### src/logic/axil_pkg.sv
// Fixed 8-bit byte address, 32-bit data; the register window must stay word aligned
`default_nettype none

package axil_pkg;

	////////////////////////////////////////////////////////////
	// Bus widths
	////////////////////////////////////////////////////////////
	localparam int ADDR_WIDTH = 8;
	localparam int DATA_WIDTH = 32;
	localparam int STRB_WIDTH = DATA_WIDTH / 8;
	// Lowest address bit that selects a word
	localparam int ADDRLSB = 2;

	////////////////////////////////////////////////////////////
	// Address map
	////////////////////////////////////////////////////////////
	localparam logic [ADDR_WIDTH-1:0] REGS_BASE = 8'h00;
	localparam int REGS_WORDS = 4;
	// Read-only identifier in the last word
	localparam logic [DATA_WIDTH-1:0] REGS_ID = 32'hA5C1_0001;

	// AXI response codes, EXOKAY never produced
	typedef enum logic [1:0] {
		RESP_OKAY   = 2'b00,
		RESP_SLVERR = 2'b10,
		RESP_DECERR = 2'b11
	} axil_resp_e;

	// Decoder target
	typedef enum logic {
		SEL_REGS,
		SEL_EMPTY
	} slave_sel_e;

	// Per-channel decoder state
	typedef enum logic [1:0] {
		ST_IDLE,
		ST_ISSUE,
		ST_RESP
	} dec_state_e;

	////////////////////////////////////////////////////////////
	// Channel payloads
	////////////////////////////////////////////////////////////
	typedef struct packed {
		logic [ADDR_WIDTH-1:0] addr;
	} axil_aw_t;

	typedef struct packed {
		logic [DATA_WIDTH-1:0] data;
		logic [STRB_WIDTH-1:0] strb;
	} axil_w_t;

	typedef struct packed {
		axil_resp_e resp;
	} axil_b_t;

	typedef struct packed {
		logic [ADDR_WIDTH-1:0] addr;
	} axil_ar_t;

	typedef struct packed {
		logic [DATA_WIDTH-1:0] data;
		axil_resp_e resp;
	} axil_r_t;

endpackage

`default_nettype wire

### src/logic/axil_skid.sv
// One-entry skid; o_ready is a register, so upstream ready never depends on i_ready in the same cycle
`default_nettype none

module axil_skid #(
	parameter type DT = logic
) (
	input  wire  S_AXI_ACLK,
	input  wire  i_reset,
	// Upstream side
	input  wire  i_valid,
	output logic o_ready,
	input  wire  DT i_data,
	// Downstream side
	output logic o_valid,
	input  wire  i_ready,
	output DT    o_data
);

	// Holding register
	logic r_valid;
	DT    r_data;

	////////////////////////////////////////////////////////////
	// Skid control
	////////////////////////////////////////////////////////////

	// Capture when an item arrives while downstream stalls
	// Release once downstream takes the held item
	always_ff @(posedge S_AXI_ACLK) begin
		if (i_reset) begin
			r_valid <= 1'b0;
		end else if (i_valid && o_ready && !i_ready) begin
			r_valid <= 1'b1;
		end else if (i_ready) begin
			r_valid <= 1'b0;
		end
	end

	// Payload follows input whenever the slot is free
	always_ff @(posedge S_AXI_ACLK) begin
		if (o_ready) begin
			r_data <= i_data;
		end
	end

	// Accept only while the slot is empty
	assign o_ready = !r_valid;

	// Held item goes out first
	assign o_valid = r_valid || i_valid;
	assign o_data  = r_valid ? r_data : i_data;

endmodule

`default_nettype wire

### src/logic/axil_empty.sv
// Answers every request with DECERR and zero data; at most one response held per direction
`default_nettype none

module axil_empty #(
	parameter bit OPT_SKIDBUFFER = 1'b0
) (
	input  wire  S_AXI_ACLK,
	input  wire  i_reset,
	// Write request, no payload needed
	input  wire  i_aw_valid,
	output logic o_aw_ready,
	input  wire  i_w_valid,
	output logic o_w_ready,
	// Write response
	output logic o_b_valid,
	input  wire  i_b_ready,
	output axil_pkg::axil_b_t o_b,
	// Read request and response
	input  wire  i_ar_valid,
	output logic o_ar_ready,
	output logic o_r_valid,
	input  wire  i_r_ready,
	output axil_pkg::axil_r_t o_r
);
	import axil_pkg::*;

	// Request accepted this cycle
	logic write_go;
	logic read_go;

	////////////////////////////////////////////////////////////
	// Request acceptance
	////////////////////////////////////////////////////////////
	if (OPT_SKIDBUFFER) begin : g_skid
		logic aw_skd_valid;
		logic w_skd_valid;
		logic ar_skd_valid;

		// Skids carry only the handshake
		axil_skid aw_skid (
			.S_AXI_ACLK(S_AXI_ACLK), .i_reset(i_reset),
			.i_valid(i_aw_valid), .o_ready(o_aw_ready), .i_data(1'b0),
			.o_valid(aw_skd_valid), .i_ready(write_go), .o_data()
		);

		axil_skid w_skid (
			.S_AXI_ACLK(S_AXI_ACLK), .i_reset(i_reset),
			.i_valid(i_w_valid), .o_ready(o_w_ready), .i_data(1'b0),
			.o_valid(w_skd_valid), .i_ready(write_go), .o_data()
		);

		axil_skid ar_skid (
			.S_AXI_ACLK(S_AXI_ACLK), .i_reset(i_reset),
			.i_valid(i_ar_valid), .o_ready(o_ar_ready), .i_data(1'b0),
			.o_valid(ar_skd_valid), .i_ready(read_go), .o_data()
		);

		// Pop both write skids together once B can take a new response
		assign write_go = aw_skd_valid && w_skd_valid && (!o_b_valid || i_b_ready);
		assign read_go  = ar_skd_valid && (!o_r_valid || i_r_ready);
	end else begin : g_simple
		logic aw_ready_q;

		// One-cycle pulse, AW and W always taken together
		always_ff @(posedge S_AXI_ACLK) begin
			if (i_reset) begin
				aw_ready_q <= 1'b0;
			end else begin
				aw_ready_q <= !aw_ready_q && i_aw_valid && i_w_valid
					&& (!o_b_valid || i_b_ready);
			end
		end

		assign o_aw_ready = aw_ready_q;
		assign o_w_ready  = aw_ready_q;
		assign write_go   = aw_ready_q;

		// Reads accepted whenever R is empty
		assign o_ar_ready = !o_r_valid;
		assign read_go    = i_ar_valid && !o_r_valid;
	end

	////////////////////////////////////////////////////////////
	// Responses
	////////////////////////////////////////////////////////////
	always_ff @(posedge S_AXI_ACLK) begin
		if (i_reset) begin
			o_b_valid <= 1'b0;
		end else if (write_go) begin
			o_b_valid <= 1'b1;
		end else if (i_b_ready) begin
			o_b_valid <= 1'b0;
		end
	end

	always_ff @(posedge S_AXI_ACLK) begin
		if (i_reset) begin
			o_r_valid <= 1'b0;
		end else if (read_go) begin
			o_r_valid <= 1'b1;
		end else if (i_r_ready) begin
			o_r_valid <= 1'b0;
		end
	end

	// Constant answers
	assign o_b = '{resp: RESP_DECERR};
	assign o_r = '{data: '0, resp: RESP_DECERR};

endmodule

`default_nettype wire

### src/logic/axil_regfile.sv
// Four words; upper address bits ignored, so the decoder must filter the window
`default_nettype none

module axil_regfile (
	input  wire  S_AXI_ACLK,
	input  wire  i_reset,
	// Write address and data
	input  wire  i_aw_valid,
	output logic o_aw_ready,
	input  wire  axil_pkg::axil_aw_t i_aw,
	input  wire  i_w_valid,
	output logic o_w_ready,
	input  wire  axil_pkg::axil_w_t i_w,
	// Write response
	output logic o_b_valid,
	input  wire  i_b_ready,
	output axil_pkg::axil_b_t o_b,
	// Read address
	input  wire  i_ar_valid,
	output logic o_ar_ready,
	input  wire  axil_pkg::axil_ar_t i_ar,
	// Read response
	output logic o_r_valid,
	input  wire  i_r_ready,
	output axil_pkg::axil_r_t o_r
);
	import axil_pkg::*;

	// Skidded requests
	logic     aw_skd_valid;
	logic     w_skd_valid;
	logic     ar_skd_valid;
	axil_aw_t aw_skd;
	axil_w_t  w_skd;
	axil_ar_t ar_skd;

	logic write_go;
	logic read_go;
	logic [$clog2(REGS_WORDS)-1:0] w_word;
	logic [$clog2(REGS_WORDS)-1:0] r_word;

	// Writable words, the last one is the identifier
	logic [DATA_WIDTH-1:0] regs [0:REGS_WORDS-2];

	////////////////////////////////////////////////////////////
	// Input skids
	////////////////////////////////////////////////////////////
	axil_skid #(.DT(axil_aw_t)) aw_skid (
		.S_AXI_ACLK(S_AXI_ACLK), .i_reset(i_reset),
		.i_valid(i_aw_valid), .o_ready(o_aw_ready), .i_data(i_aw),
		.o_valid(aw_skd_valid), .i_ready(write_go), .o_data(aw_skd)
	);

	axil_skid #(.DT(axil_w_t)) w_skid (
		.S_AXI_ACLK(S_AXI_ACLK), .i_reset(i_reset),
		.i_valid(i_w_valid), .o_ready(o_w_ready), .i_data(i_w),
		.o_valid(w_skd_valid), .i_ready(write_go), .o_data(w_skd)
	);

	axil_skid #(.DT(axil_ar_t)) ar_skid (
		.S_AXI_ACLK(S_AXI_ACLK), .i_reset(i_reset),
		.i_valid(i_ar_valid), .o_ready(o_ar_ready), .i_data(i_ar),
		.o_valid(ar_skd_valid), .i_ready(read_go), .o_data(ar_skd)
	);

	// Act only when the response slot is free or draining
	assign write_go = aw_skd_valid && w_skd_valid && (!o_b_valid || i_b_ready);
	assign read_go  = ar_skd_valid && (!o_r_valid || i_r_ready);

	assign w_word = aw_skd.addr[ADDRLSB +: $clog2(REGS_WORDS)];
	assign r_word = ar_skd.addr[ADDRLSB +: $clog2(REGS_WORDS)];

	////////////////////////////////////////////////////////////
	// Register writes
	////////////////////////////////////////////////////////////
	always_ff @(posedge S_AXI_ACLK) begin
		if (i_reset) begin
			for (int i = 0; i < REGS_WORDS - 1; i++) begin
				regs[i] <= '0;
			end
		end else if (write_go && (w_word != REGS_WORDS - 1)) begin
			// Byte lanes only where strobed
			for (int b = 0; b < STRB_WIDTH; b++) begin
				if (w_skd.strb[b]) begin
					regs[w_word][b*8 +: 8] <= w_skd.data[b*8 +: 8];
				end
			end
		end
	end

	// Write response
	always_ff @(posedge S_AXI_ACLK) begin
		if (i_reset) begin
			o_b_valid <= 1'b0;
		end else if (write_go) begin
			o_b_valid <= 1'b1;
		end else if (i_b_ready) begin
			o_b_valid <= 1'b0;
		end
	end

	// Identifier word refuses writes
	always_ff @(posedge S_AXI_ACLK) begin
		if (write_go) begin
			o_b.resp <= (w_word == REGS_WORDS - 1) ? RESP_SLVERR : RESP_OKAY;
		end
	end

	////////////////////////////////////////////////////////////
	// Register reads
	////////////////////////////////////////////////////////////
	always_ff @(posedge S_AXI_ACLK) begin
		if (i_reset) begin
			o_r_valid <= 1'b0;
		end else if (read_go) begin
			o_r_valid <= 1'b1;
		end else if (i_r_ready) begin
			o_r_valid <= 1'b0;
		end
	end

	// Read data captured at AR acceptance and held until R completes
	always_ff @(posedge S_AXI_ACLK) begin
		if (read_go) begin
			if (r_word == REGS_WORDS - 1) begin
				o_r.data <= REGS_ID;
			end else begin
				o_r.data <= regs[r_word];
			end
			o_r.resp <= RESP_OKAY;
		end
	end

endmodule

`default_nettype wire

### src/logic/axil_decoder.sv
// One write and one read in flight at most; the select is latched with the request
`default_nettype none

module axil_decoder (
	input  wire  S_AXI_ACLK,
	input  wire  i_reset,
	// Master port
	input  wire  i_aw_valid,
	output logic o_aw_ready,
	input  wire  axil_pkg::axil_aw_t i_aw,
	input  wire  i_w_valid,
	output logic o_w_ready,
	input  wire  axil_pkg::axil_w_t i_w,
	output logic o_b_valid,
	input  wire  i_b_ready,
	output axil_pkg::axil_b_t o_b,
	input  wire  i_ar_valid,
	output logic o_ar_ready,
	input  wire  axil_pkg::axil_ar_t i_ar,
	output logic o_r_valid,
	input  wire  i_r_ready,
	output axil_pkg::axil_r_t o_r,
	// Register file port
	output logic o_regs_aw_valid,
	input  wire  i_regs_aw_ready,
	output axil_pkg::axil_aw_t o_regs_aw,
	output logic o_regs_w_valid,
	input  wire  i_regs_w_ready,
	output axil_pkg::axil_w_t o_regs_w,
	input  wire  i_regs_b_valid,
	output logic o_regs_b_ready,
	input  wire  axil_pkg::axil_b_t i_regs_b,
	output logic o_regs_ar_valid,
	input  wire  i_regs_ar_ready,
	output axil_pkg::axil_ar_t o_regs_ar,
	input  wire  i_regs_r_valid,
	output logic o_regs_r_ready,
	input  wire  axil_pkg::axil_r_t i_regs_r,
	// Error slave port, handshake only on requests
	output logic o_empty_aw_valid,
	input  wire  i_empty_aw_ready,
	output logic o_empty_w_valid,
	input  wire  i_empty_w_ready,
	input  wire  i_empty_b_valid,
	output logic o_empty_b_ready,
	input  wire  axil_pkg::axil_b_t i_empty_b,
	output logic o_empty_ar_valid,
	input  wire  i_empty_ar_ready,
	input  wire  i_empty_r_valid,
	output logic o_empty_r_ready,
	input  wire  axil_pkg::axil_r_t i_empty_r
);
	import axil_pkg::*;

	// Write path
	dec_state_e wr_state;
	slave_sel_e wr_sel;
	axil_aw_t   aw_q;
	axil_w_t    w_q;
	logic       wr_start;
	logic       aw_pend;
	logic       w_pend;
	logic       aw_acc;
	logic       w_acc;
	logic       slv_b_valid;

	// Read path
	dec_state_e rd_state;
	slave_sel_e rd_sel;
	axil_ar_t   ar_q;
	logic       rd_start;
	logic       ar_acc;
	logic       slv_r_valid;

	// Window check on the word offset from the base
	function automatic slave_sel_e sel_of(input logic [ADDR_WIDTH-1:0] addr);
		logic [ADDR_WIDTH-1:0] offset;
		offset = addr - REGS_BASE;
		return ((offset >> ADDRLSB) < ADDR_WIDTH'(REGS_WORDS)) ? SEL_REGS : SEL_EMPTY;
	endfunction

	////////////////////////////////////////////////////////////
	// Write path
	////////////////////////////////////////////////////////////

	// Start only with address and data both present
	assign wr_start = (wr_state == ST_IDLE) && i_aw_valid && i_w_valid;

	always_ff @(posedge S_AXI_ACLK) begin
		if (i_reset) begin
			wr_state   <= ST_IDLE;
			o_aw_ready <= 1'b0;
			aw_pend    <= 1'b0;
			w_pend     <= 1'b0;
		end else begin
			// Ready is a single-cycle pulse after the start
			o_aw_ready <= wr_start;
			case (wr_state)
				ST_IDLE: begin
					if (wr_start) begin
						aw_pend  <= 1'b1;
						w_pend   <= 1'b1;
						wr_state <= ST_ISSUE;
					end
				end
				ST_ISSUE: begin
					// AW and W may be taken on different edges
					if (aw_acc) begin
						aw_pend <= 1'b0;
					end
					if (w_acc) begin
						w_pend <= 1'b0;
					end
					if ((aw_acc || !aw_pend) && (w_acc || !w_pend)) begin
						wr_state <= ST_RESP;
					end
				end
				ST_RESP: begin
					if (o_b_valid && i_b_ready) begin
						wr_state <= ST_IDLE;
					end
				end
				default: wr_state <= ST_IDLE;
			endcase
		end
	end

	// Request and target latched at the start
	always_ff @(posedge S_AXI_ACLK) begin
		if (wr_start) begin
			aw_q   <= i_aw;
			w_q    <= i_w;
			wr_sel <= sel_of(i_aw.addr);
		end
	end

	assign o_w_ready = o_aw_ready;

	// Only the selected slave sees valid
	assign o_regs_aw_valid  = aw_pend && (wr_sel == SEL_REGS);
	assign o_regs_w_valid   = w_pend && (wr_sel == SEL_REGS);
	assign o_empty_aw_valid = aw_pend && (wr_sel == SEL_EMPTY);
	assign o_empty_w_valid  = w_pend && (wr_sel == SEL_EMPTY);
	assign o_regs_aw        = aw_q;
	assign o_regs_w         = w_q;

	assign aw_acc = aw_pend && ((wr_sel == SEL_REGS) ? i_regs_aw_ready : i_empty_aw_ready);
	assign w_acc  = w_pend && ((wr_sel == SEL_REGS) ? i_regs_w_ready : i_empty_w_ready);

	// B passes straight through, ready included
	assign slv_b_valid     = (wr_sel == SEL_REGS) ? i_regs_b_valid : i_empty_b_valid;
	assign o_b_valid       = (wr_state == ST_RESP) && slv_b_valid;
	assign o_b             = (wr_sel == SEL_REGS) ? i_regs_b : i_empty_b;
	assign o_regs_b_ready  = (wr_state == ST_RESP) && (wr_sel == SEL_REGS) && i_b_ready;
	assign o_empty_b_ready = (wr_state == ST_RESP) && (wr_sel == SEL_EMPTY) && i_b_ready;

	////////////////////////////////////////////////////////////
	// Read path
	////////////////////////////////////////////////////////////
	assign rd_start = (rd_state == ST_IDLE) && i_ar_valid;

	always_ff @(posedge S_AXI_ACLK) begin
		if (i_reset) begin
			rd_state   <= ST_IDLE;
			o_ar_ready <= 1'b0;
		end else begin
			o_ar_ready <= rd_start;
			case (rd_state)
				ST_IDLE: begin
					if (rd_start) begin
						rd_state <= ST_ISSUE;
					end
				end
				ST_ISSUE: begin
					if (ar_acc) begin
						rd_state <= ST_RESP;
					end
				end
				ST_RESP: begin
					if (o_r_valid && i_r_ready) begin
						rd_state <= ST_IDLE;
					end
				end
				default: rd_state <= ST_IDLE;
			endcase
		end
	end

	always_ff @(posedge S_AXI_ACLK) begin
		if (rd_start) begin
			ar_q   <= i_ar;
			rd_sel <= sel_of(i_ar.addr);
		end
	end

	assign o_regs_ar_valid  = (rd_state == ST_ISSUE) && (rd_sel == SEL_REGS);
	assign o_empty_ar_valid = (rd_state == ST_ISSUE) && (rd_sel == SEL_EMPTY);
	assign o_regs_ar        = ar_q;
	assign ar_acc = (rd_state == ST_ISSUE)
		&& ((rd_sel == SEL_REGS) ? i_regs_ar_ready : i_empty_ar_ready);

	// R returned unchanged from the selected slave
	assign slv_r_valid     = (rd_sel == SEL_REGS) ? i_regs_r_valid : i_empty_r_valid;
	assign o_r_valid       = (rd_state == ST_RESP) && slv_r_valid;
	assign o_r             = (rd_sel == SEL_REGS) ? i_regs_r : i_empty_r;
	assign o_regs_r_ready  = (rd_state == ST_RESP) && (rd_sel == SEL_REGS) && i_r_ready;
	assign o_empty_r_ready = (rd_state == ST_RESP) && (rd_sel == SEL_EMPTY) && i_r_ready;

endmodule

`default_nettype wire

### src/logic/axil_fabric_top.sv
// Single AXI-lite master; anything outside the register window gets DECERR
`default_nettype none

module axil_fabric_top (
	input  wire  S_AXI_ACLK,
	input  wire  i_reset,
	input  wire  i_aw_valid,
	output logic o_aw_ready,
	input  wire  axil_pkg::axil_aw_t i_aw,
	input  wire  i_w_valid,
	output logic o_w_ready,
	input  wire  axil_pkg::axil_w_t i_w,
	output logic o_b_valid,
	input  wire  i_b_ready,
	output axil_pkg::axil_b_t o_b,
	input  wire  i_ar_valid,
	output logic o_ar_ready,
	input  wire  axil_pkg::axil_ar_t i_ar,
	output logic o_r_valid,
	input  wire  i_r_ready,
	output axil_pkg::axil_r_t o_r
);
	import axil_pkg::*;

	////////////////////////////////////////////////////////////
	// Decoder to register file
	////////////////////////////////////////////////////////////
	logic     regs_aw_valid, regs_aw_ready;
	logic     regs_w_valid, regs_w_ready;
	logic     regs_b_valid, regs_b_ready;
	logic     regs_ar_valid, regs_ar_ready;
	logic     regs_r_valid, regs_r_ready;
	axil_aw_t regs_aw;
	axil_w_t  regs_w;
	axil_b_t  regs_b;
	axil_ar_t regs_ar;
	axil_r_t  regs_r;

	// Decoder to error slave
	logic    empty_aw_valid, empty_aw_ready;
	logic    empty_w_valid, empty_w_ready;
	logic    empty_b_valid, empty_b_ready;
	logic    empty_ar_valid, empty_ar_ready;
	logic    empty_r_valid, empty_r_ready;
	axil_b_t empty_b;
	axil_r_t empty_r;

	axil_decoder u_decoder (
		.S_AXI_ACLK(S_AXI_ACLK), .i_reset(i_reset),
		.i_aw_valid(i_aw_valid), .o_aw_ready(o_aw_ready), .i_aw(i_aw),
		.i_w_valid(i_w_valid), .o_w_ready(o_w_ready), .i_w(i_w),
		.o_b_valid(o_b_valid), .i_b_ready(i_b_ready), .o_b(o_b),
		.i_ar_valid(i_ar_valid), .o_ar_ready(o_ar_ready), .i_ar(i_ar),
		.o_r_valid(o_r_valid), .i_r_ready(i_r_ready), .o_r(o_r),
		.o_regs_aw_valid(regs_aw_valid), .i_regs_aw_ready(regs_aw_ready),
		.o_regs_aw(regs_aw),
		.o_regs_w_valid(regs_w_valid), .i_regs_w_ready(regs_w_ready),
		.o_regs_w(regs_w),
		.i_regs_b_valid(regs_b_valid), .o_regs_b_ready(regs_b_ready),
		.i_regs_b(regs_b),
		.o_regs_ar_valid(regs_ar_valid), .i_regs_ar_ready(regs_ar_ready),
		.o_regs_ar(regs_ar),
		.i_regs_r_valid(regs_r_valid), .o_regs_r_ready(regs_r_ready),
		.i_regs_r(regs_r),
		.o_empty_aw_valid(empty_aw_valid), .i_empty_aw_ready(empty_aw_ready),
		.o_empty_w_valid(empty_w_valid), .i_empty_w_ready(empty_w_ready),
		.i_empty_b_valid(empty_b_valid), .o_empty_b_ready(empty_b_ready),
		.i_empty_b(empty_b),
		.o_empty_ar_valid(empty_ar_valid), .i_empty_ar_ready(empty_ar_ready),
		.i_empty_r_valid(empty_r_valid), .o_empty_r_ready(empty_r_ready),
		.i_empty_r(empty_r)
	);

	axil_regfile u_regfile (
		.S_AXI_ACLK(S_AXI_ACLK), .i_reset(i_reset),
		.i_aw_valid(regs_aw_valid), .o_aw_ready(regs_aw_ready), .i_aw(regs_aw),
		.i_w_valid(regs_w_valid), .o_w_ready(regs_w_ready), .i_w(regs_w),
		.o_b_valid(regs_b_valid), .i_b_ready(regs_b_ready), .o_b(regs_b),
		.i_ar_valid(regs_ar_valid), .o_ar_ready(regs_ar_ready), .i_ar(regs_ar),
		.o_r_valid(regs_r_valid), .i_r_ready(regs_r_ready), .o_r(regs_r)
	);

	// Error slave with skids on its request channels
	axil_empty #(.OPT_SKIDBUFFER(1'b1)) u_empty (
		.S_AXI_ACLK(S_AXI_ACLK), .i_reset(i_reset),
		.i_aw_valid(empty_aw_valid), .o_aw_ready(empty_aw_ready),
		.i_w_valid(empty_w_valid), .o_w_ready(empty_w_ready),
		.o_b_valid(empty_b_valid), .i_b_ready(empty_b_ready), .o_b(empty_b),
		.i_ar_valid(empty_ar_valid), .o_ar_ready(empty_ar_ready),
		.o_r_valid(empty_r_valid), .i_r_ready(empty_r_ready), .o_r(empty_r)
	);

endmodule

`default_nettype wire

### config.mk
export PLATFORM = sky130hd
export DESIGN_NAME = axil_fabric_top
export DESIGN_NICKNAME = d
export VERILOG_FILES = /design/src/logic/axil_pkg.sv /design/src/logic/axil_skid.sv /design/src/logic/axil_empty.sv /design/src/logic/axil_regfile.sv /design/src/logic/axil_decoder.sv /design/src/logic/axil_fabric_top.sv
export SDC_FILE = /design/constraint.sdc
export NUM_CORES = 1
export LEC_CHECK = 0
export BUFFER_PORTS_ARGS = -buffer_cell sky130_fd_sc_hd__clkbuf_2
export CORE_MARGIN = 2
export CORE_UTILIZATION = 35
export CTS_BUF_LIST = sky130_fd_sc_hd__clkbuf_4
export DETAILED_ROUTE_END_ITERATION = 16
export PLACE_DENSITY = 0.49
export SYNTH_ARGS = -nofsm -noshare
export SYNTH_HDL_FRONTEND = slang
export SYNTH_SLANG_ARGS = --single-unit
### constraint.sdc
create_clock -name S_AXI_ACLK -period 4.4 [get_ports S_AXI_ACLK]
set_clock_uncertainty 0.2 [all_clocks]
set_input_delay 0.44 -clock S_AXI_ACLK [delete_from_list [all_inputs] [get_ports S_AXI_ACLK]]
set_output_delay 0.44 -clock S_AXI_ACLK [all_outputs]
set_load 0.1 [all_outputs]
==> results of run 1 <==
-- final cells by class --
class / count / area, sq um
diodes: 1 / 2.502
clock buffers: 90 / 675.6
clock inverters: 19 / 83.83
fillers: 2418 / 14770
inverters: 43 / 161.4
multi-input cells: 373 / 2714
flip-flops and latches: 229 / 6297
well taps: 335 / 419.2
repair buffers: 159 / 1081
-- metrics by stage --
stage | total power [mW] | setup WS [ps] | cell area, sq um | util | hold WS, ps
3_3_place_gp | 2.814 | 1517 | 10170 | 0.3882 | 240.4
4_1_cts | 4.682 | 944.8 | 11430 | 0.4362 | 139.5
2_1_floorplan | 2.715 | 548.3 | 9403 | - | 228.3
6_report | 4.599 | 1077 | 11430 | 0.4363 | 194.5
5_1_grt | 4.832 | 795.2 | 11430 | 0.4363 | 193.6
3_5_place_dp | 2.827 | 1438 | 10170 | 0.3882 | 247.0
-- cell usage in the layout, fill, tap and decap left out, drive strengths merged, types with 8 or more instances in the layout --
cell type	Yosys	layout
clkbuf	42	185
edfxtp	171	171
and3	96	96
mux2i	64	64
dfxtp	58	58
dlygate4sd3	0	50
inv	42	42
nor2b	36	36
a211oi	34	34
nand2	24	24
o2bb2ai	24	24
clkinv	1	19
a21oi	15	15
buf	13	14
a41o	12	12
nor3	11	11
a31oi	8	8
-- state kept, by name (all words and copies together), names as in the netlist, 2 cells and up --
signal                    cells
u_decoder.wr_state            2
u_regfile.ar_skid.r_data      2
u_decoder.o_regs_aw           2
u_decoder.rd_state            2
u_decoder.o_regs_w           36
u_regfile.w_skid.r_data      36
u_regfile.aw_skid.r_data      2
u_decoder.o_regs_ar           2
u_regfile.o_r                32
u_regfile.regs               96
-- cell families (layout without fill, tap and decap cells) --
logic type | after synthesis | in the layout
AND/OR/NAND/NOR | 194 | 194
buffers and inverters | 98 | 311
other | 0 | 1
multiplexers | 69 | 69
flip-flops | 229 | 229
AO/OA/AOI/OAI | 110 | 110
-- routing by layer --
metal | share of wire | global-route usage | wire length [microns] | up-vias
li1 | - | - | - | 3005
met1 | 0.48 | 0.2109 | 9908 | 2934
met2 | 0.44 | 0.2237 | 9219 | 190
met3 | 0.059 | 0.03268 | 1230 | 47
met4 | 0.022 | 0.05898 | 461 | 0
met5 | 0 | 0 | 0 | -
-- worst paths after layout --
| kind | start | to | slack (ps) | cells past startpoint |
|---|---|---|---|---|
| worst max-delay path | u_regfile.o_b_valid | o_b_valid | 1080 | 3 |
| worst min-delay path | i_reset | u_decoder.wr_state[1] | 190 | 2 |
| worst min register to register | u_regfile.w_skid.r_data[22] | u_regfile.w_skid.r_data[22] | 260 | 2 |
| worst max register to register | u_regfile.aw_skid.r_valid | u_regfile.regs[1][22] | 1470 | 3 |
-- power groups by stage --
stage	Sequential, mW	Clock [mW]	Combinational, mW
final	2.45	1.79	0.362
after global routing	2.46	1.98	0.397
after CTS	2.45	1.87	0.365
after detailed placement	2.50	0	0.330
after global placement	2.49	0	0.321
after floorplan	2.49	0	0.225
==> metrics.json, run 1 <==
{
  "outcome": {
    "run_status": "finished, final reports clean"
  },
  "sta": {
    "max_slew_margin": 0.1828,
    "fin_tns_setup_ps": 0,
    "slew_violations": 0,
    "grt_setup_unrepaired": "false",
    "worst-slew-pin-transition_ps": 1224,
    "final_period_minus_worst_setup_slack_ps": 3323,
    "final_clock_period_utilization_by_the_worst_path": 0.7551,
    "fmaxAchievable_mhz": 301.0,
    "hold_violations": 0,
    "setup_viol": 0
  },
  "cts": {
    "numCtsBuffers": 59,
    "clock-root-buffer": "clkbuf_4",
    "cts_htree_levels": 2,
    "cts_setup_buffers": 0,
    "cts_repair_resize_count": 0,
    "clk_pin_slew_worst_paths_ps": 70,
    "ctsLongestPathBuffers": 3,
    "ctsHoldBuffers": 50,
    "clock_sinks": 229,
    "tritoncts": "built",
    "worstSkewPairLatency_ps": 700
  },
  "floorplanning": {
    "placementRows": 59,
    "io_pins": 100,
    "starting_density_of_the_core": 0.3588,
    "die-area_sq_um": 28190,
    "die_h_microns": 167.9,
    "area_of_the_core_sq_um": 26210,
    "die_w_microns": 167.9
  },
  "critical_path": {
    "worstPathBufferInverterCount": 1,
    "critical_path.cell_chain": "mux2i_1, nor2_1, clkbuf_2",
    "critPathMaxStageDelay_ps": 1130,
    "timing.critical_path.arrival_ps": 2680,
    "criticalPathCategory": "flop to primary output",
    "critPathSlowestCell": "dfxtp_1",
    "crit_path_max_fanout": 35,
    "cp-end-kind": "primary output",
    "crit_path_start_kind": "flop",
    "critPathRequiredTime_ps": 3760,
    "timing.critical_path.max_delay_family": "flip-flops"
  },
  "power": {
    "power_switching_share": 0.2448,
    "combPwrFrac": 0.079,
    "static-leakage-power_nw": 4.745,
    "seqPwrFrac": 0.533,
    "power.switching_mw": 1.126,
    "internal_power_mw": 3.473,
    "ir_drop_mv": 0.1897,
    "clkPwrFrac": 0.389,
    "powerDensity_nw_per_um2": 402.2
  },
  "detailed_routing": {
    "totalWireLength_microns": 20820,
    "drt-pass1-iter-count": 5,
    "dr_total_vias": 6176,
    "antenna_left": 0,
    "drt-wirelength-per-cell_microns": 16.67,
    "detail_route.iter0.violations": 340,
    "drc": 0,
    "post_drt_via_cell_ratio": 4.945
  },
  "placement": {
    "place_congestion": 0.7873,
    "dpl.cell_count": 1089,
    "portbufs": 95,
    "detailed_place_hpwl_microns": 13400
  },
  "logic_synthesis": {
    "post_syn_nets": 759,
    "postSynth.topFlopCell": "edfxtp_1",
    "synth.mux.area_fraction": 0.07412,
    "yosys-top-cells-count": "edfxtp_1 (171), and3_1 (96), mux2i_1 (64)",
    "synth-async-reset-ratio": 0,
    "yosys_warnings": 0,
    "synth-simple-area-share": 0.1234,
    "synth_xor_area_frac": 0,
    "synthesis.instances": 700,
    "area_fraction_in_compound_gates_after_synthesis": 0.08955,
    "top_post_synthesis_cells_by_area": "edfxtp_1 (55%), dfxtp_1 (12%), mux2i_1 (6.8%)",
    "synth_top_family_by_area": "simple AND/OR/NAND/NOR gates",
    "syn_avg_cell_area_sq_um": 13.43,
    "synth_cell_type_count": 43,
    "synth_top_area_share": 0.5461,
    "synth-seq-area-share": 0.6696,
    "synthDominantAreaCellType": "edfxtp_1",
    "synth_enable_flop_cells": 171,
    "netlist_area_sq_um": 9403,
    "synth-adder-area-share": 0,
    "most_common_cell_in_the_synthesized_netlist": "edfxtp_1",
    "postSynthRegisterBits": 229
  },
  "grt": {
    "globalRouteTotalUtil": 0.1491,
    "grt_remaining_overflow": 0,
    "grt_max_degree": 56,
    "grt_antenna_before_repair": 1,
    "via_count_of_the_first_global_routing_pass": 6284,
    "first_pass_grt_wire_length_microns": 33400
  },
  "flow_run": {
    "cap_viol_max_count": 0
  },
  "cells_and_area": {
    "drive_gt1_frac": 0.2388,
    "nets": 924,
    "area_growth_syn_to_layout_pct": 21.61,
    "fin_cells": 1249
  },
  "min_path": {
    "hold_path.class": "input pin to flop"
  }
}
Power figures use the tool's default switching activity.
==> run 2, diff against run 1 <==
--- a/config.mk
+++ b/config.mk
@@ -10,7 +10,7 @@
 export CORE_UTILIZATION = 35
 export CTS_BUF_LIST = sky130_fd_sc_hd__clkbuf_4
 export DETAILED_ROUTE_END_ITERATION = 16
-export PLACE_DENSITY = 0.49
+export PLACE_DENSITY = 0.51
 export SYNTH_ARGS = -nofsm -noshare
 export SYNTH_HDL_FRONTEND = slang
 export SYNTH_SLANG_ARGS = --single-unit
==> constraint.sdc (replaced) <==
create_clock -name S_AXI_ACLK -period 2.9 [get_ports S_AXI_ACLK]
set_clock_uncertainty 0.2 [all_clocks]
set_input_delay 0.29 -clock S_AXI_ACLK [delete_from_list [all_inputs] [get_ports S_AXI_ACLK]]
set_output_delay 0.29 -clock S_AXI_ACLK [all_outputs]
set_load 0.1 [all_outputs]
==> metrics.json, run 2 (synthesis gave the netlist of run 1 again) <==
{
  "cells_and_area": {
    "area_growth_syn_to_layout_pct": 22.57,
    "registers.top_by_ff_count": "u_regfile.regs",
    "layout.cells.most_common_list": "edfxtp_1 (171), and3_1 (96), clkbuf_2 (84)",
    "nets": {"value": 938, "change": "+1.5%"},
    "drive_gt1_frac": {"value": 0.2298, "change": "-0.009000"},
    "finish.utilization": {"value": 0.4398, "change": "+0.003438"},
    "largest_register_ff_count": {"value": 96, "change": "unchanged"},
    "filler_cell_count": {"value": 2454, "change": "+1.5%"},
    "mostFrequentLayoutCell": "edfxtp_1"
  },
  "detailed_routing": {
    "detail_route.iter0.violations": {"value": 376, "change": "+11%"},
    "totalWireLength": {"value": 20810, "unit": "microns", "change": "about the same"},
    "dr_total_vias": {"value": 6180, "change": "+0.065%"},
    "drc": {"value": 0, "change": "unchanged"},
    "drt-pass1-iter-count": {"value": 5, "change": "unchanged"},
    "post_drt_via_cell_ratio": {"value": 4.893, "change": "-1.0%"},
    "antenna_left": {"value": 0, "change": "unchanged"},
    "drt-wirelength-per-cell": {"value": 16.48, "unit": "microns", "change": "-1.2%"}
  },
  "placement": {
    "detailed_place_hpwl": {"value": 13880, "unit": "microns", "change": "+3.6%"},
    "place_congestion": {"value": 0.7832, "change": "-0.52%"},
    "dp_slack": {"value": 347.2, "unit": "ps", "change": "-1091 ps"},
    "portbufs": {"value": 95, "change": "unchanged"}
  },
  "grt": {
    "grt_antenna_before_repair": {"value": 1, "change": "unchanged"},
    "via_count_of_the_first_global_routing_pass": {"value": 6246, "change": "-0.60%"},
    "grt_max_degree": {"value": 64, "change": "+14%"},
    "grt_remaining_overflow": {"value": 0, "change": "unchanged"},
    "first_pass_grt_wire_length": {"value": 32950, "unit": "microns", "change": "-1.4%"},
    "globalRouteTotalUtil": {"value": 0.1482, "change": "-0.0009551"}
  },
  "sta": {
    "hold_violations": {"value": 0, "change": "unchanged"},
    "slew_violations": {"value": 0, "change": "unchanged"},
    "setup_viol": {"value": 0, "change": "unchanged"},
    "worst-slew-pin-transition": {"value": 733.1, "unit": "ps", "change": "-491.0 ps"},
    "max_slew_margin": {"value": 0.5083, "change": "+0.3255"},
    "final_clock_period_utilization_by_the_worst_path": 0.9399,
    "fmaxAchievable_mhz": 366.9,
    "final_critical_path_setup_slack": {"value": 174.4, "unit": "ps", "change": "-903.0 ps"},
    "fin_hold_ws": {"value": 104.4, "unit": "ps", "change": "-90.18 ps"},
    "final_period_minus_worst_setup_slack_ps": 2726,
    "fin_tns_setup": {"value": 0, "unit": "ps", "change": "unchanged"},
    "grt_setup_unrepaired": "false"
  },
  "floorplanning": {
    "die_w": {"value": 167.9, "unit": "microns", "change": "unchanged"},
    "placementRows": {"value": 59, "change": "unchanged"},
    "io_pins": {"value": 100, "change": "unchanged"},
    "starting_density_of_the_core": {"value": 0.3588, "change": "unchanged"},
    "die-area": {"value": 28190, "unit": "sq um", "change": "unchanged"},
    "area_of_the_core": {"value": 26210, "unit": "sq um", "change": "unchanged"},
    "die_h": {"value": 167.9, "unit": "microns", "change": "unchanged"}
  },
  "min_path": {
    "hold_path.class": "input pin to flop"
  },
  "flow_run": {
    "cap_viol_max_count": {"value": 0, "change": "unchanged"}
  },
  "critical_path": {
    "critPathMaxStageDelay": {"value": 610, "unit": "ps", "change": "-520 ps"},
    "timing.critical_path.max_delay_family": "buffers and inverters",
    "crit_path_start_kind": "flop",
    "crit_path_max_fanout": {"value": 26, "change": "-26%"},
    "critical_path.cell_chain": "buf_4, nor2b_1, clkbuf_2",
    "cp-end-kind": "primary output",
    "timing.critical_path.arrival": {"value": 2240, "unit": "ps", "change": "-440 ps"},
    "criticalPathCategory": "flop to primary output",
    "worstPathBufferInverterCount": {"value": 2, "change": "+1"},
    "critPathRequiredTime": {"value": 2410, "unit": "ps", "change": "-1350 ps"},
    "critPathSlowestCell": "edfxtp_1"
  },
  "cts": {
    "tritoncts": "built",
    "clock_sinks": {"value": 229, "change": "unchanged"},
    "cts_htree_levels": {"value": 2, "change": "unchanged"},
    "clk_pin_slew_worst_paths": {"value": 60, "unit": "ps", "change": "about the same"},
    "cts_setup_buffers": {"value": 0, "change": "unchanged"},
    "ctsLongestPathBuffers": {"value": 3, "change": "unchanged"},
    "clock-root-buffer": "clkbuf_4",
    "worstSkewPairLatency": {"value": 700, "unit": "ps", "change": "about the same"},
    "numCtsBuffers": {"value": 59, "change": "unchanged"}
  },
  "outcome": {
    "run_status": "finished, final reports clean"
  },
  "power": {
    "powerDensity": {"value": 598.0, "unit": "nW/um^2", "change": "+49%"},
    "power": {"value": 6.892, "unit": "mW", "change": "+50%"},
    "static-leakage-power": {"value": 4.789, "unit": "nW", "change": "+0.92%"},
    "ir_drop": {"value": 0.2148, "unit": "mV", "change": "+13%"}
  }
}
run 2: cell count changes in the layout (fill, tap and decap cells not counted), moves of 4 or more:
cell | previous run | this run
buf_2 | 0 | 10
buf_4 | 14 | 25
clkbuf_2 | 95 | 84
clkbuf_4 | 90 | 74
clkinv_1 | 15 | 30
dlygate4sd3_1 | 50 | 54
run 2: repair_timing:
item | 4_1_cts | 5_1_grt
setup endpoints to repair | 0 | 10
hold buffers | 54 | 0
resized for setup | 0 | 10
endpoints found under the hold margin | 63 | 0
run 2: worst reg2reg max path, stage by stage, from the launching register on:
cell and delay (ps):
dfxtp_1 490, or3b_1 390, a222oi_1 310, buf_4 340, a41o_1 500
run 2: per-stage QoR:
step	cell area [sq um]	std cells
6_report	11520	1263
5_1_grt	11520	1263
4_1_cts	11520	1262
3_5_place_dp	10260	1099
3_3_place_gp	10260	1099
2_1_floorplan	9408	700
run 2: layout make-up:
cell class	instances	area, sq um	area share
flip-flops and latches	229	6297	0.5464
inverters	43	161.4	0.01401
well taps	335	419.2	0.03637
diodes	1	2.502	0.0002171
clock inverters	35	170.2	0.01476
repair buffers	173	1199	0.1040
clock buffers	74	555.5	0.04820
multi-input cells	373	2720	0.2360
run 2: where the power goes:
| part | switching, mW | internal (mW) | leakage [nW] |
|---|---|---|---|
| registers | 0.0544 | 3.66 | 2.17 |
| logic | 0.365 | 0.203 | 2.21 |
| clock network | 1.30 | 1.30 | 0.416 |
| total | 1.72 | 5.17 | 4.79 |
run 2: worst paths after layout:
check / cells after the start / to / slack, ps / start
worst min register to register: 2 / u_regfile.w_skid.r_data[32] / 260 / u_regfile.w_skid.r_data[32]
worst max-delay path: 3 / o_r[11] / 170 / u_decoder.rd_sel
worst min-delay path: 2 / u_decoder.o_regs_w[34] / 100 / i_w[34]
worst max register to register: 4 / u_regfile.regs[0][20] / 270 / u_regfile.aw_skid.r_valid
run 2: layer usage:
| metal | vias to the layer above | share of wire | track usage | wire (microns) |
|---|---|---|---|---|
| met5 | - | 0 | 0 | 0 |
| met4 | 0 | 0.020 | 0.05444 | 415 |
| met3 | 36 | 0.056 | 0.03126 | 1175 |
| met2 | 184 | 0.45 | 0.2301 | 9344 |
| met1 | 2931 | 0.47 | 0.2054 | 9874 |
| li1 | 3029 | - | - | - |
==> run 3, diff against run 2 <==
==> constraint.sdc (replaced) <==
create_clock -name S_AXI_ACLK -period 2.5 [get_ports S_AXI_ACLK]
set_clock_uncertainty 0.2 [all_clocks]
set_input_delay 0.25 -clock S_AXI_ACLK [delete_from_list [all_inputs] [get_ports S_AXI_ACLK]]
set_output_delay 0.25 -clock S_AXI_ACLK [all_outputs]
set_load 0.1 [all_outputs]
==> metrics.json, run 3 (synthesis gave the netlist of run 1 again) <==
{
  "outcome": {
    "run_status": "finished, final reports clean"
  },
  "critical_path": {
    "crit_path_max_fanout": {"value": 29, "change": "+12%"},
    "timing.reg2reg.setup_slack": {"value": 140, "unit": "ps", "change": "-130 ps"},
    "setup.worst_path.start": "u_decoder.rd_sel",
    "cp-end-kind": "primary output",
    "timing.critical_path.arrival": {"value": 1930, "unit": "ps", "change": "-310 ps"},
    "criticalPathCategory": "flop to primary output",
    "worst_r2r_startpoint": "u_decoder.wr_sel",
    "crit_path_start_kind": "flop",
    "critPathRequiredTime": {"value": 2050, "unit": "ps", "change": "-360 ps"}
  },
  "grt": {
    "grt_remaining_overflow": {"value": 0, "change": "unchanged"},
    "grt_max_degree": {"value": 48, "change": "-25%"},
    "gr-max-usage-layer": "met2",
    "via_count_of_the_first_global_routing_pass": {"value": 6397, "change": "+2.4%"},
    "grt_use_met3": {"value": 0.03197, "change": "+0.0007052"},
    "groute.layer.met2.usage": {"value": 0.2328, "change": "+0.002695"},
    "grt_antenna_before_repair": {"value": 1, "change": "unchanged"},
    "globalRouteTotalUtil": {"value": 0.1492, "change": "+0.0009932"},
    "global_route.usage.met1": {"value": 0.2050, "change": "-0.0003647"},
    "first_pass_grt_wire_length": {"value": 33360, "unit": "microns", "change": "+1.3%"}
  },
  "cells_and_area": {
    "finish.utilization": {"value": 0.4522, "change": "+0.01246"},
    "registers.top_by_ff_count": "u_regfile.regs",
    "layout.cells.most_common_list": "edfxtp_1 (171), clkbuf_4 (99), and3_1 (96)",
    "largest_register_ff_count": {"value": 96, "change": "unchanged"},
    "nets": {"value": 959, "change": "+2.2%"},
    "mostFrequentLayoutCell": "edfxtp_1",
    "filler_cell_count": {"value": 2443, "change": "-0.45%"},
    "drive_gt1_frac": {"value": 0.2687, "change": "+0.03893"},
    "area_growth_syn_to_layout_pct": 26.04,
    "fin_cells": {"value": 1285, "change": "+1.7%"}
  },
  "cts": {
    "cts_htree_levels": {"value": 2, "change": "unchanged"},
    "clock-root-buffer": "clkbuf_4",
    "clock_sinks": {"value": 229, "change": "unchanged"},
    "ctsLongestPathBuffers": {"value": 3, "change": "unchanged"},
    "tritoncts": "built",
    "worstSkewPairLatency": {"value": 660, "unit": "ps", "change": "-40 ps"},
    "numCtsBuffers": {"value": 61, "change": "+3.4%"},
    "clk_pin_slew_worst_paths": {"value": 70, "unit": "ps", "change": "about the same"}
  },
  "detailed_routing": {
    "totalWireLength": {"value": 20670, "unit": "microns", "change": "-0.66%"},
    "detail_route.iter0.violations": {"value": 360, "change": "-4.3%"},
    "antenna_left": {"value": 0, "change": "unchanged"},
    "drt-wirelength-per-cell": {"value": 16.09, "unit": "microns", "change": "-2.4%"},
    "drc": {"value": 0, "change": "unchanged"},
    "dr_total_vias": {"value": 6206, "change": "+0.42%"},
    "post_drt_via_cell_ratio": {"value": 4.830, "change": "-1.3%"},
    "drt-pass1-iter-count": {"value": 4, "change": "-1"}
  },
  "power": {
    "power": {"value": 8.207, "unit": "mW", "change": "+19%"},
    "static-leakage-power": {"value": 4.971, "unit": "nW", "change": "+3.8%"},
    "ir_drop": {"value": 0.3333, "unit": "mV", "change": "+55%"},
    "powerDensity": {"value": 692.5, "unit": "nW/um^2", "change": "+16%"}
  },
  "sta": {
    "final_period_minus_worst_setup_slack_ps": 2378,
    "grt_setup_unrepaired": "false",
    "setup_viol": {"value": 0, "change": "unchanged"},
    "fin_tns_setup": {"value": 0, "unit": "ps", "change": "unchanged"},
    "final_clock_period_utilization_by_the_worst_path": 0.9513,
    "max_slew_margin": {"value": 0.4940, "change": "-0.01427"},
    "fin_hold_ws": {"value": 94.23, "unit": "ps", "change": "-10.13 ps"},
    "hold_violations": {"value": 0, "change": "unchanged"},
    "slew_violations": {"value": 0, "change": "unchanged"},
    "fmaxAchievable_mhz": 420.5,
    "worst-slew-pin-transition": {"value": 757.3, "unit": "ps", "change": "+24.19 ps"}
  },
  "floorplanning": {
    "area_of_the_core": {"value": 26210, "unit": "sq um", "change": "unchanged"},
    "placementRows": {"value": 59, "change": "unchanged"},
    "starting_density_of_the_core": {"value": 0.3588, "change": "unchanged"},
    "die_h": {"value": 167.9, "unit": "microns", "change": "unchanged"},
    "die_w": {"value": 167.9, "unit": "microns", "change": "unchanged"},
    "io_pins": {"value": 100, "change": "unchanged"},
    "die-area": {"value": 28190, "unit": "sq um", "change": "unchanged"}
  },
  "placement": {
    "portbufs": {"value": 95, "change": "unchanged"},
    "dpl.cell_count": {"value": 1117, "change": "+1.6%"},
    "detailed_place_hpwl": {"value": 14040, "unit": "microns", "change": "+1.2%"},
    "place_congestion": {"value": 0.8396, "change": "+7.2%"}
  },
  "min_path": {
    "hold_path.class": "input pin to flop",
    "hold_start": "i_w[4]"
  },
  "flow_run": {
    "cap_viol_max_count": {"value": 0, "change": "unchanged"}
  }
}
run 3: cell types whose count changed in the layout (fill, tap and decap cells not counted), moves of 6 or more:
cell	before	now
buf_12	0	8
clkinv_1	30	13
buf_2	10	4
buf_4	25	38
clkbuf_4	74	99
run 3: final cells by class:
class / instances / area (sq um) / share of cell area
Multi-Input combinational cell: 373 / 2726 / 0.2300
Tap cell: 335 / 419.2 / 0.03537
Antenna cell: 1 / 2.502 / 0.0002111
Timing Repair Buffer: 192 / 1463 / 0.1234
Sequential cell: 229 / 6297 / 0.5314
Inverter: 43 / 161.4 / 0.01362
Clock inverter: 17 / 68.82 / 0.005807
Clock buffer: 95 / 713.2 / 0.06018
run 3: report_power, final:
part           internal [mW]  switching [mW]  total, mW
Combinational          0.273           0.433      0.707
Clock                   1.72            1.47       3.19
Sequential              4.25          0.0591       4.31
Total                   6.24            1.96       8.21
run 3: routing by layer:
| layer | share of wire | wire (microns) |
|---|---|---|
| met4 | 0.018 | 369 |
| met3 | 0.061 | 1264 |
| met5 | 0 | 0 |
| met2 | 0.45 | 9307 |
| met1 | 0.47 | 9731 |
run 3: worst paths after layout:
path | endpoint | depth (start not counted)
setup / recovery | o_r[22] | 3
hold / removal | u_decoder.o_regs_w[4] | 2
setup reg to reg | u_regfile.regs[1][30] | 4
hold reg to reg | u_regfile.w_skid.r_data[13] | 2
run 3: what timing repair did:
action,CTS,global route
endpoints found under the setup margin,30,12
hold buffers,54,0
endpoints found under the hold margin,92,0
setup buffers,1,0
gates resized for setup,5,5
pin swaps,0,0
run 3: through the flow:
stage	area, sq um	setup slack, ps
global route	11850	1.509
global placement	10500	113.7
CTS	11850	33.11
detailed placement	10500	132.9
finish	11850	121.7
floorplan	9422	-138.8
run 3: critical path: stages (launching register included):
cell and delay, ps:
edfxtp_1 440, buf_6 210, nor2b_1 140, clkbuf_2 470
